--- src/logic/video_regs_pkg.sv ---
package video_regs_pkg;

  // palette index, zero is transparent in the overlay
  typedef logic [7:0] color_idx_t;

  // 5:5:5 colour, red in the top bits
  typedef logic [14:0] rgb_t;

  typedef logic [7:0] port_addr_t;

  // kept port registers
  localparam port_addr_t PORT_BORDER = 8'h0F;
  localparam port_addr_t PORT_VCONF  = 8'h00;

  // vconf bit that hides the overlay
  localparam int VCONF_NOTSU_BIT = 4;

  typedef struct packed {
    logic       stb;
    port_addr_t addr;
    logic [7:0] data;
  } port_wr_t;

  typedef struct packed {
    logic       stb;
    color_idx_t addr;
    rgb_t       rgb;
  } cram_wr_t;

endpackage

--- src/logic/video_raster_pkg.sv ---
package video_raster_pkg;

  import video_regs_pkg::*;

  // clocks per line, sync starts at h = 0
  localparam int H_TOTAL    = 64;
  localparam int H_SYNC_LEN = 4;
  // window columns, end exclusive
  localparam int H_PIX_BEG  = 16;
  localparam int H_PIX_END  = 48;

  // lines per frame, sync starts at v = 0
  localparam int V_TOTAL    = 16;
  localparam int V_SYNC_LEN = 2;
  localparam int V_PIX_BEG  = 4;
  localparam int V_PIX_END  = 12;

  // overlay line buffer depth
  localparam int LINE_PIXELS = 32;

  typedef logic [5:0] hcount_t;
  typedef logic [3:0] vcount_t;
  typedef logic [4:0] xpix_t;

  typedef struct packed {
    logic hsync;
    logic vsync;
    logic active;
    logic line_start;
  } raster_t;

  // one overlay pixel for the next line
  typedef struct packed {
    logic       stb;
    xpix_t      x;
    color_idx_t pix;
  } ts_wr_t;

endpackage

--- src/logic/video_dpram.sv ---
`timescale 1ns/1ps

module video_dpram #(
  parameter int DATA_WIDTH = 8,
  parameter int ADDR_WIDTH = 5
) (
  input  logic                  clk,
  input  logic                  we,
  input  logic [ADDR_WIDTH-1:0] waddr,
  input  logic [DATA_WIDTH-1:0] wdata,
  input  logic [ADDR_WIDTH-1:0] raddr,
  output logic [DATA_WIDTH-1:0] rdata
);

  logic [DATA_WIDTH-1:0] mem [2**ADDR_WIDTH];

  always_ff @(posedge clk)
  begin
    if (we)
      mem[waddr] <= wdata;
    // same address in one clock returns the old word
    rdata <= mem[raddr];
  end

endmodule

--- src/logic/video_mixer.sv ---
`timescale 1ns/1ps

module video_mixer
  import video_regs_pkg::*;
  import video_raster_pkg::*;
(
  input  logic       clk,
  input  logic       rst,
  input  raster_t    raster_in,
  input  color_idx_t ts_pix,
  input  color_idx_t border,
  input  logic       notsu,
  output raster_t    raster_out,
  output color_idx_t mix_idx
);

  // flags lined up with ts_pix
  raster_t raster_d;

  always_ff @(posedge clk)
  begin
    if (rst)
    begin
      raster_d   <= '0;
      raster_out <= '0;
    end
    else
    begin
      raster_d   <= raster_in;
      raster_out <= raster_d;
    end
  end

  // overlay wins unless transparent or hidden
  always_ff @(posedge clk)
  begin
    if (raster_d.active && (ts_pix != '0) && !notsu)
      mix_idx <= ts_pix;
    else
      mix_idx <= border;
  end

endmodule

--- src/logic/video_palette.sv ---
`timescale 1ns/1ps

module video_palette
  import video_regs_pkg::*;
  import video_raster_pkg::*;
(
  input  logic       clk,
  input  logic       rst,
  input  cram_wr_t   cram_wr,
  input  color_idx_t idx,
  input  raster_t    raster,
  output logic [4:0] red,
  output logic [4:0] grn,
  output logic [4:0] blu,
  output logic       hsync,
  output logic       vsync,
  output logic       blank
);

  // colour ram, one entry per index
  rgb_t cram [2**$bits(color_idx_t)];
  rgb_t rgb;

  always_ff @(posedge clk)
  begin
    if (cram_wr.stb)
      cram[cram_wr.addr] <= cram_wr.rgb;
  end

  // lookup and syncs leave on the same clock
  always_ff @(posedge clk)
  begin
    if (rst)
    begin
      rgb   <= '0;
      hsync <= 1'b0;
      vsync <= 1'b0;
      blank <= 1'b1;
    end
    else
    begin
      hsync <= raster.hsync;
      vsync <= raster.vsync;
      blank <= !raster.active;
      // black outside the window
      if (raster.active)
        rgb <= cram[idx];
      else
        rgb <= '0;
    end
  end

  assign red = rgb[14:10];
  assign grn = rgb[9:5];
  assign blu = rgb[4:0];

endmodule

--- src/logic/video_ports.sv ---
`timescale 1ns/1ps

module video_ports
  import video_regs_pkg::*;
(
  input  logic       clk,
  input  logic       rst,
  input  port_wr_t   port_wr,
  input  logic       line_start,
  output color_idx_t border,
  output logic       notsu
);

  // written by the cpu side
  logic [7:0] vconf_shadow;
  // what the display uses this line
  logic [7:0] vconf;

  logic wr_border;
  logic wr_vconf;

  // address decode
  assign wr_border = port_wr.stb && (port_wr.addr == PORT_BORDER);
  assign wr_vconf  = port_wr.stb && (port_wr.addr == PORT_VCONF);

  always_ff @(posedge clk)
  begin
    if (rst)
    begin
      border       <= '0;
      vconf_shadow <= '0;
      vconf        <= '0;
    end
    else
    begin
      // border goes live at once
      if (wr_border)
        border <= port_wr.data;
      if (wr_vconf)
        vconf_shadow <= port_wr.data;
      // config only changes between lines
      if (line_start)
        vconf <= vconf_shadow;
    end
  end

  // only the overlay hide bit leaves
  assign notsu = vconf[VCONF_NOTSU_BIT];

endmodule

--- src/logic/video_raster.sv ---
`timescale 1ns/1ps

module video_raster
  import video_raster_pkg::*;
(
  input  logic    clk,
  input  logic    rst,
  output raster_t raster,
  output logic    line_odd,
  output xpix_t   rd_x
);

  hcount_t h;
  vcount_t v;
  logic    h_last;
  logic    v_last;
  logic    h_win;
  logic    v_win;

  assign h_last = (h == hcount_t'(H_TOTAL - 1));
  assign v_last = (v == vcount_t'(V_TOTAL - 1));

  // position counters, wrap per line and per frame
  always_ff @(posedge clk)
  begin
    if (rst)
    begin
      h <= '0;
      v <= '0;
    end
    else if (h_last)
    begin
      h <= '0;
      if (v_last)
        v <= '0;
      else
        v <= v + 1'b1;
    end
    else
      h <= h + 1'b1;
  end

  // visible window
  assign h_win = (h >= hcount_t'(H_PIX_BEG)) && (h < hcount_t'(H_PIX_END));
  assign v_win = (v >= vcount_t'(V_PIX_BEG)) && (v < vcount_t'(V_PIX_END));

  // flags for the current position, one clock late
  always_ff @(posedge clk)
  begin
    if (rst)
    begin
      raster   <= '0;
      line_odd <= 1'b0;
    end
    else
    begin
      raster.hsync      <= (h < hcount_t'(H_SYNC_LEN));
      raster.vsync      <= (v < vcount_t'(V_SYNC_LEN));
      raster.active     <= h_win && v_win;
      raster.line_start <= (h == '0);
      // picks the buffer on screen
      line_odd          <= v[0];
    end
  end

  // line buffer column, meaningless outside the window
  always_ff @(posedge clk)
  begin
    rd_x <= xpix_t'(h - hcount_t'(H_PIX_BEG));
  end

endmodule

--- src/logic/video_top.sv ---
`timescale 1ns/1ps

module video_top
  import video_regs_pkg::*;
  import video_raster_pkg::*;
(
  input  logic       clk,
  input  logic       rst,
  input  port_wr_t   port_wr,
  input  cram_wr_t   cram_wr,
  input  ts_wr_t     ts_wr,
  output logic [4:0] red,
  output logic [4:0] grn,
  output logic [4:0] blu,
  output logic       hsync,
  output logic       vsync,
  output logic       blank
);

  // raster side
  raster_t    raster;
  logic       line_odd;
  xpix_t      rd_x;
  // register side
  color_idx_t border;
  logic       notsu;
  // pixel path
  color_idx_t ts_pix;
  color_idx_t mix_idx;
  raster_t    mix_raster;

  video_raster i_video_raster (
    .clk      (clk),
    .rst      (rst),
    .raster   (raster),
    .line_odd (line_odd),
    .rd_x     (rd_x)
  );

  video_ports i_video_ports (
    .clk        (clk),
    .rst        (rst),
    .port_wr    (port_wr),
    .line_start (raster.line_start),
    .border     (border),
    .notsu      (notsu)
  );

  // overlay ping-pong buffers
  video_tsline i_video_tsline (
    .clk      (clk),
    .rst      (rst),
    .ts_wr    (ts_wr),
    .line_odd (line_odd),
    .active   (raster.active),
    .rd_x     (rd_x),
    .ts_pix   (ts_pix)
  );

  video_mixer i_video_mixer (
    .clk        (clk),
    .rst        (rst),
    .raster_in  (raster),
    .ts_pix     (ts_pix),
    .border     (border),
    .notsu      (notsu),
    .raster_out (mix_raster),
    .mix_idx    (mix_idx)
  );

  video_palette i_video_palette (
    .clk     (clk),
    .rst     (rst),
    .cram_wr (cram_wr),
    .idx     (mix_idx),
    .raster  (mix_raster),
    .red     (red),
    .grn     (grn),
    .blu     (blu),
    .hsync   (hsync),
    .vsync   (vsync),
    .blank   (blank)
  );

endmodule

--- src/logic/video_tsline.sv ---
`timescale 1ns/1ps

module video_tsline
  import video_regs_pkg::*;
  import video_raster_pkg::*;
(
  input  logic       clk,
  input  logic       rst,
  input  ts_wr_t     ts_wr,
  input  logic       line_odd,
  input  logic       active,
  input  xpix_t      rd_x,
  output color_idx_t ts_pix
);

  logic       line_odd_q;
  color_idx_t rdata [2];

  for (genvar i = 0; i < 2; i++)
  begin : g_buf
    logic       shown;
    logic       we;
    xpix_t      waddr;
    color_idx_t wdata;

    // buffer i is on screen for lines of parity i
    assign shown = (line_odd == 1'(i));

    // on screen it is wiped behind the read
    // off screen it collects the next line
    assign we    = shown ? active : ts_wr.stb;
    assign waddr = shown ? rd_x : ts_wr.x;
    assign wdata = shown ? color_idx_t'(0) : ts_wr.pix;

    video_dpram #(
      .DATA_WIDTH ($bits(color_idx_t)),
      .ADDR_WIDTH ($clog2(LINE_PIXELS))
    ) i_video_dpram (
      .clk   (clk),
      .we    (we),
      .waddr (waddr),
      .wdata (wdata),
      .raddr (rd_x),
      .rdata (rdata[i])
    );
  end

  // parity of the read now in rdata
  always_ff @(posedge clk)
  begin
    if (rst)
      line_odd_q <= 1'b0;
    else
      line_odd_q <= line_odd;
  end

  assign ts_pix = line_odd_q ? rdata[1] : rdata[0];

endmodule

--- config.mk ---
export PLATFORM = sky130hd
export DESIGN_NAME = video_top
export DESIGN_NICKNAME = d
export VERILOG_FILES = /design/src/logic/video_regs_pkg.sv /design/src/logic/video_raster_pkg.sv /design/src/logic/video_dpram.sv /design/src/logic/video_mixer.sv /design/src/logic/video_palette.sv /design/src/logic/video_ports.sv /design/src/logic/video_raster.sv /design/src/logic/video_top.sv /design/src/logic/video_tsline.sv
export SDC_FILE = /design/constraint.sdc
export NUM_CORES = 2
export LEC_CHECK = 0
export BUFFER_PORTS_ARGS = -buffer_cell sky130_fd_sc_hd__buf_2
export CORE_ASPECT_RATIO = 1.75
export CORE_MARGIN = 2
export CORE_UTILIZATION = 42
export CTS_CLUSTER_SIZE = 40
export DETAILED_ROUTE_END_ITERATION = 12
export MAX_ROUTING_LAYER = met4
export SYNTH_ARGS = -nofsm -noshare
export SYNTH_HDL_FRONTEND = slang
export SYNTH_MEMORY_MAX_BITS = 65536
export SYNTH_SLANG_ARGS = --single-unit
--- constraint.sdc ---
create_clock -name clk -period 2.7 [get_ports clk]
set_input_delay 0.27 -clock clk [delete_from_list [all_inputs] [get_ports clk]]
set_output_delay 0.27 -clock clk [all_outputs]
set_load 0.005 [all_outputs]
==> summary.txt <==
Die
  • # rows: 310
  • DIE HEIGHT: between 800 and 900 um
  • Die ar.: 414,000 sq um
  • Die width: 487 um
  • Ports: 75
  • Starting Density: 0.422
  • Core area: 407,000 sq um

Placed design
  • Port bufs: 74
  • Half-perimeter wire length after placement: 375 mm
  • GP Congestion: 1.01
  • Post-place setup slack: -1.57 ns
  • Placed instance area: 190,000 sq um

Route
  • WL per Instance: 34.8 um
  • Remaining routing DRC violations: 0
  • Detailed Route Iter0 Violations: 9,296
  • Post-route ant nets: 0
  • DR vias/cell: slightly below 6
  • Via count: 91,100
  • DRT Wirelength: ~540 mm
  • First-pass iteration count of the detailed router: 6

Clock network
  • H-tree levels: 5
  • CTS tree: done
  • Max Root-Sink Buffers: 4
  • Worst-skew pair later-pin latency: 1.00 ns
  • Clk slew on worst S/H paths: around 0.070 ns
  • Clock root cell: clkbuf_16
  • CTS Buf Count: slightly below 400
  • CTS Sinks: between 4,000 and 5,000

Setup path
  • Critical Path Stages: 8
  • Largest stage delay on the critical path: 0.57 ns
  • Critical R2R Launch: i_video_mixer.mix_idx[1]$_DFF_P_
  • Most used cell, CP: o22ai_1
  • Slowest cell on the critical path: nand4_1
  • Startpoint types: flip-flop
  • Crit-path max FO: 15
  • CP cell instances: nand2b_4 > buf_12 > buf_4 > o22ai_1 > o32ai_2 > nor3_4 > nand4_1 > o22ai_1
  • Cell family with most CP delay: simple AND/OR/NAND/NOR gates
  • Setup crit end kind: flip-flop
  • Crit path kind: reg2reg
  • CP required: 3.62 ns
  • Critical Path AT: 4.05 ns
  • Worst R2R Path Depth: 8
  • CP Buf/Inv Count: 2
  • Reg2Reg Setup Slack: -0.43 ns
  • RR Endpoint: i_video_palette.rgb[3]$_SDFF_PP0_

Synth
  • Post-synthesis sequential area ratio: 0.771
  • Top area cells in the synthesized netlist: edfxtp_1 (76%), mux4_2 (10%), mux2i_1 (3.0%)
  • Syn. warnings: 0
  • Ys async rst share: 0
  • Post-Syn Instances: 8,221
  • EDFF count, synth: 4,352
  • Syn nets: 8,286
  • Netlist cell types: 73
  • Area leader, netlist: edfxtp_1
  • Synthesized flop and latch total: roughly 4,400
  • Synth Cell Area: about 170,000 sq um
  • Ys flop type: edfxtp_1
  • Top-area cell type share of the netlist area: 0.762
  • Syn Area/Cell: roughly 21 sq um

Layout
  • Commonest non-fill, non-tap cell in the layout: edfxtp_1
  • Total Nets Final: 9,912
  • Layout fillers: approximately 32,000
  • Highest-count cells in the layout ignoring fill and taps: edfxtp_1 (4,352), buf_4 (1,231), mux4_2 (805), mux2i_1 (506), nor2_1 (475)
  • Share of layout cells above drive strength 1: 0.326
  • Design area: between 200,000 and 250,000 sq um
  • Post-layout util: 0.507
  • Layout area overhead: 20.1%

Timing
  • Worst Max-Slew Pin Slew: 1.35 ns
  • Worst Slack Setup Final: -0.434 ns
  • Final slew viol count: 0
  • Hold Vio Cnt, Final: 0
  • Clock Skew: between 0.1 and 0.15 ns
  • Max Clk Rate: 319 MHz
  • RSZ-0062 raised after global routing: true
  • Finish-stage setup viols: 15
  • Max-slew headroom: 0.0957
  • Tcrit/Tclk final: 1.16
  • Minimum clock period: 3.13 ns

Hold path
  • Hold Path Class: in2reg
  • Hold path endpoint: i_video_palette.cram[235][0]$_DFFE_PP_
  • Launch point of the worst hold path: cram_wr[15]
  • WHS Path Cells: 4

Power and ir drop
  • Pleak: 64.5 nW
  • Overall Power: between 0.1 and 0.15 W
  • Reg power frac: 0.558
  • Net Sw Frac: 0.203
  • P_int: 0.108 W
  • Clk pwr share: 0.421
  • Net Switching: 0.0275 W
  • Peak supply drop: approximately 500 uV
  • Combinational power share: 0.021
  • Power density over cell area: 657 nW/um^2

Global routing
  • Initial antenna violation count: 26
  • Largest net degree at the start of global routing: 88
  • First-pass GRT wire length: 742 mm
  • GRT overflow: 0
  • Total track usage: 0.266
  • Vias in the first global route: 93,400

Run status
  • Failing checks: setup timing
  • Outcome: complete, but fails checks

Run
  • Max-Cap Viols: 0
-- final cells by class --
type | count | area (sq um) | share of cell area
antenna | 29 | 72.6 | 0.000352
clock inverter | 244 | 2450 | 0.0119
clock buffer | 480 | 10500 | 0.0508
tap | 5304 | 6640 | 0.0322
timing repair buffer | 1690 | 16600 | 0.0808
inverter | 15 | 67.6 | 0.000328
multi-input combinational | 3312 | 37500 | 0.182
sequential | 4431 | 132000 | 0.642
-- through the flow --
| step | hold slack (ns) | cells | TNS [ns] |
|---|---|---|---|
| detailed placement | 0.383 | 14600 | -12.56 |
| CTS | 0.00113 | 15400 | -3.39 |
| global placement | 0.384 | 14600 | -12.27 |
| global route | 0.0601 | 15500 | -3.96 |
| finish | 0.0682 | 15500 | -3.52 |
| floorplan | 0.355 | 8221 | 0 |
-- cells in the mapped netlist (all sizes together), types with 4 or more instances --
library cell	count
a2111oi	16
a211oi	67
a21oi	113
a221oi	6
a22o	7
a22oi	47
a31oi	16
and2	41
and3	5
and3b	4
buf	283
clkbuf	178
dfxtp	79
edfxtp	4352
ha	8
inv	13
mux2	42
mux2i	513
mux4	881
nand2	226
nand2b	11
nand3	76
nand3b	7
nand4	29
nor2	482
nor2b	28
nor3	131
nor4	37
nor4b	4
o21ai	105
o21bai	6
o221ai	149
o22ai	177
o31ai	4
o32ai	6
or2	9
or3	6
or4	14
-- state kept, by name, indices dropped and copies added (netlist names) --
signal	count
i_video_palette.blank	1
i_video_palette.hsync	1
i_video_ports.vconf_shadow	1
i_video_raster.h	6
i_video_ports.border	8
i_video_tsline.line_odd_q	1
i_video_palette.cram	3840
i_video_ports.vconf	1
i_video_raster.line_odd	1
i_video_mixer.raster_d	3
i_video_raster.v	4
i_video_mixer.mix_idx	8
i_video_raster.raster	4
i_video_tsline.g_buf.i_video_dpram.rdata	16
i_video_palette.vsync	1
i_video_palette.rgb	15
i_video_mixer.raster_out	3
i_video_raster.rd_x	5
i_video_tsline.g_buf.i_video_dpram.mem	512
-- what timing repair did --
item                                   4_1_cts  5_1_grt
gates resized for setup                    258      108
endpoints found under the hold margin     1509        0
setup endpoints to repair                   15       15
cloned                                      12        1
hold buffers                                52        0
buffers inserted                            51       37
pin swaps                                   45       50
-- routing by layer --
layer  global-route usage  part of all wire
met1                0.270              0.32
met2                0.452              0.52
met3               0.0359             0.057
met4                0.226              0.11
met5                    -                 0
-- cell families after synthesis --
group	Yosys count	synth area share
simple gates	1122	0.0297
compound gates	742	0.0295
buf+inv	478	0.0190
mux	1436	0.150
xor+xnor	4	0.000204
fa+ha+maj	8	0.000583
flops	4431	0.771
-- worst max-delay path by stage --
stage / from / endpoint / slack, ns
after global placement: i_video_mixer.mix_idx[0]$_DFF_P_ / i_video_palette.rgb[3]$_SDFF_PP0_ / -1.53
after CTS: i_video_mixer.mix_idx[0]$_DFF_P_ / i_video_palette.rgb[3]$_SDFF_PP0_ / -0.39
after global routing: i_video_mixer.mix_idx[0]$_DFF_P_ / i_video_palette.rgb[3]$_SDFF_PP0_ / -0.34
after detailed placement: i_video_mixer.mix_idx[0]$_DFF_P_ / i_video_palette.rgb[3]$_SDFF_PP0_ / -1.57
after floorplan: i_video_raster.rd_x[0]$_DFF_P_ / i_video_tsline.g_buf[1].i_video_dpram.rdata[0]$_DFF_P_ / 0.15
final: i_video_mixer.mix_idx[1]$_DFF_P_ / i_video_palette.rgb[3]$_SDFF_PP0_ / -0.43
-- worst register-to-register path, cell delays in order (launching register included) --
cell	delay (ns)
dfxtp_4	0.39
nand2b_4	0.22
buf_12	0.20
buf_4	0.29
o22ai_1	0.37
o32ai_2	0.17
nor3_4	0.51
nand4_1	0.57
o22ai_1	0.35
-- power groups by stage --
stage	clock network (W)	logic, W	registers, W
6_report	0.0570	0.00283	0.0756
5_1_grt	0.0601	0.00293	0.0756
4_1_cts	0.0578	0.00283	0.0756
3_5_place_dp	0	0.00278	0.0771
3_3_place_gp	0	0.00267	0.0771
2_1_floorplan	0	0.000806	0.0771
No activity file was read; power rests on OpenSTA's default activity.
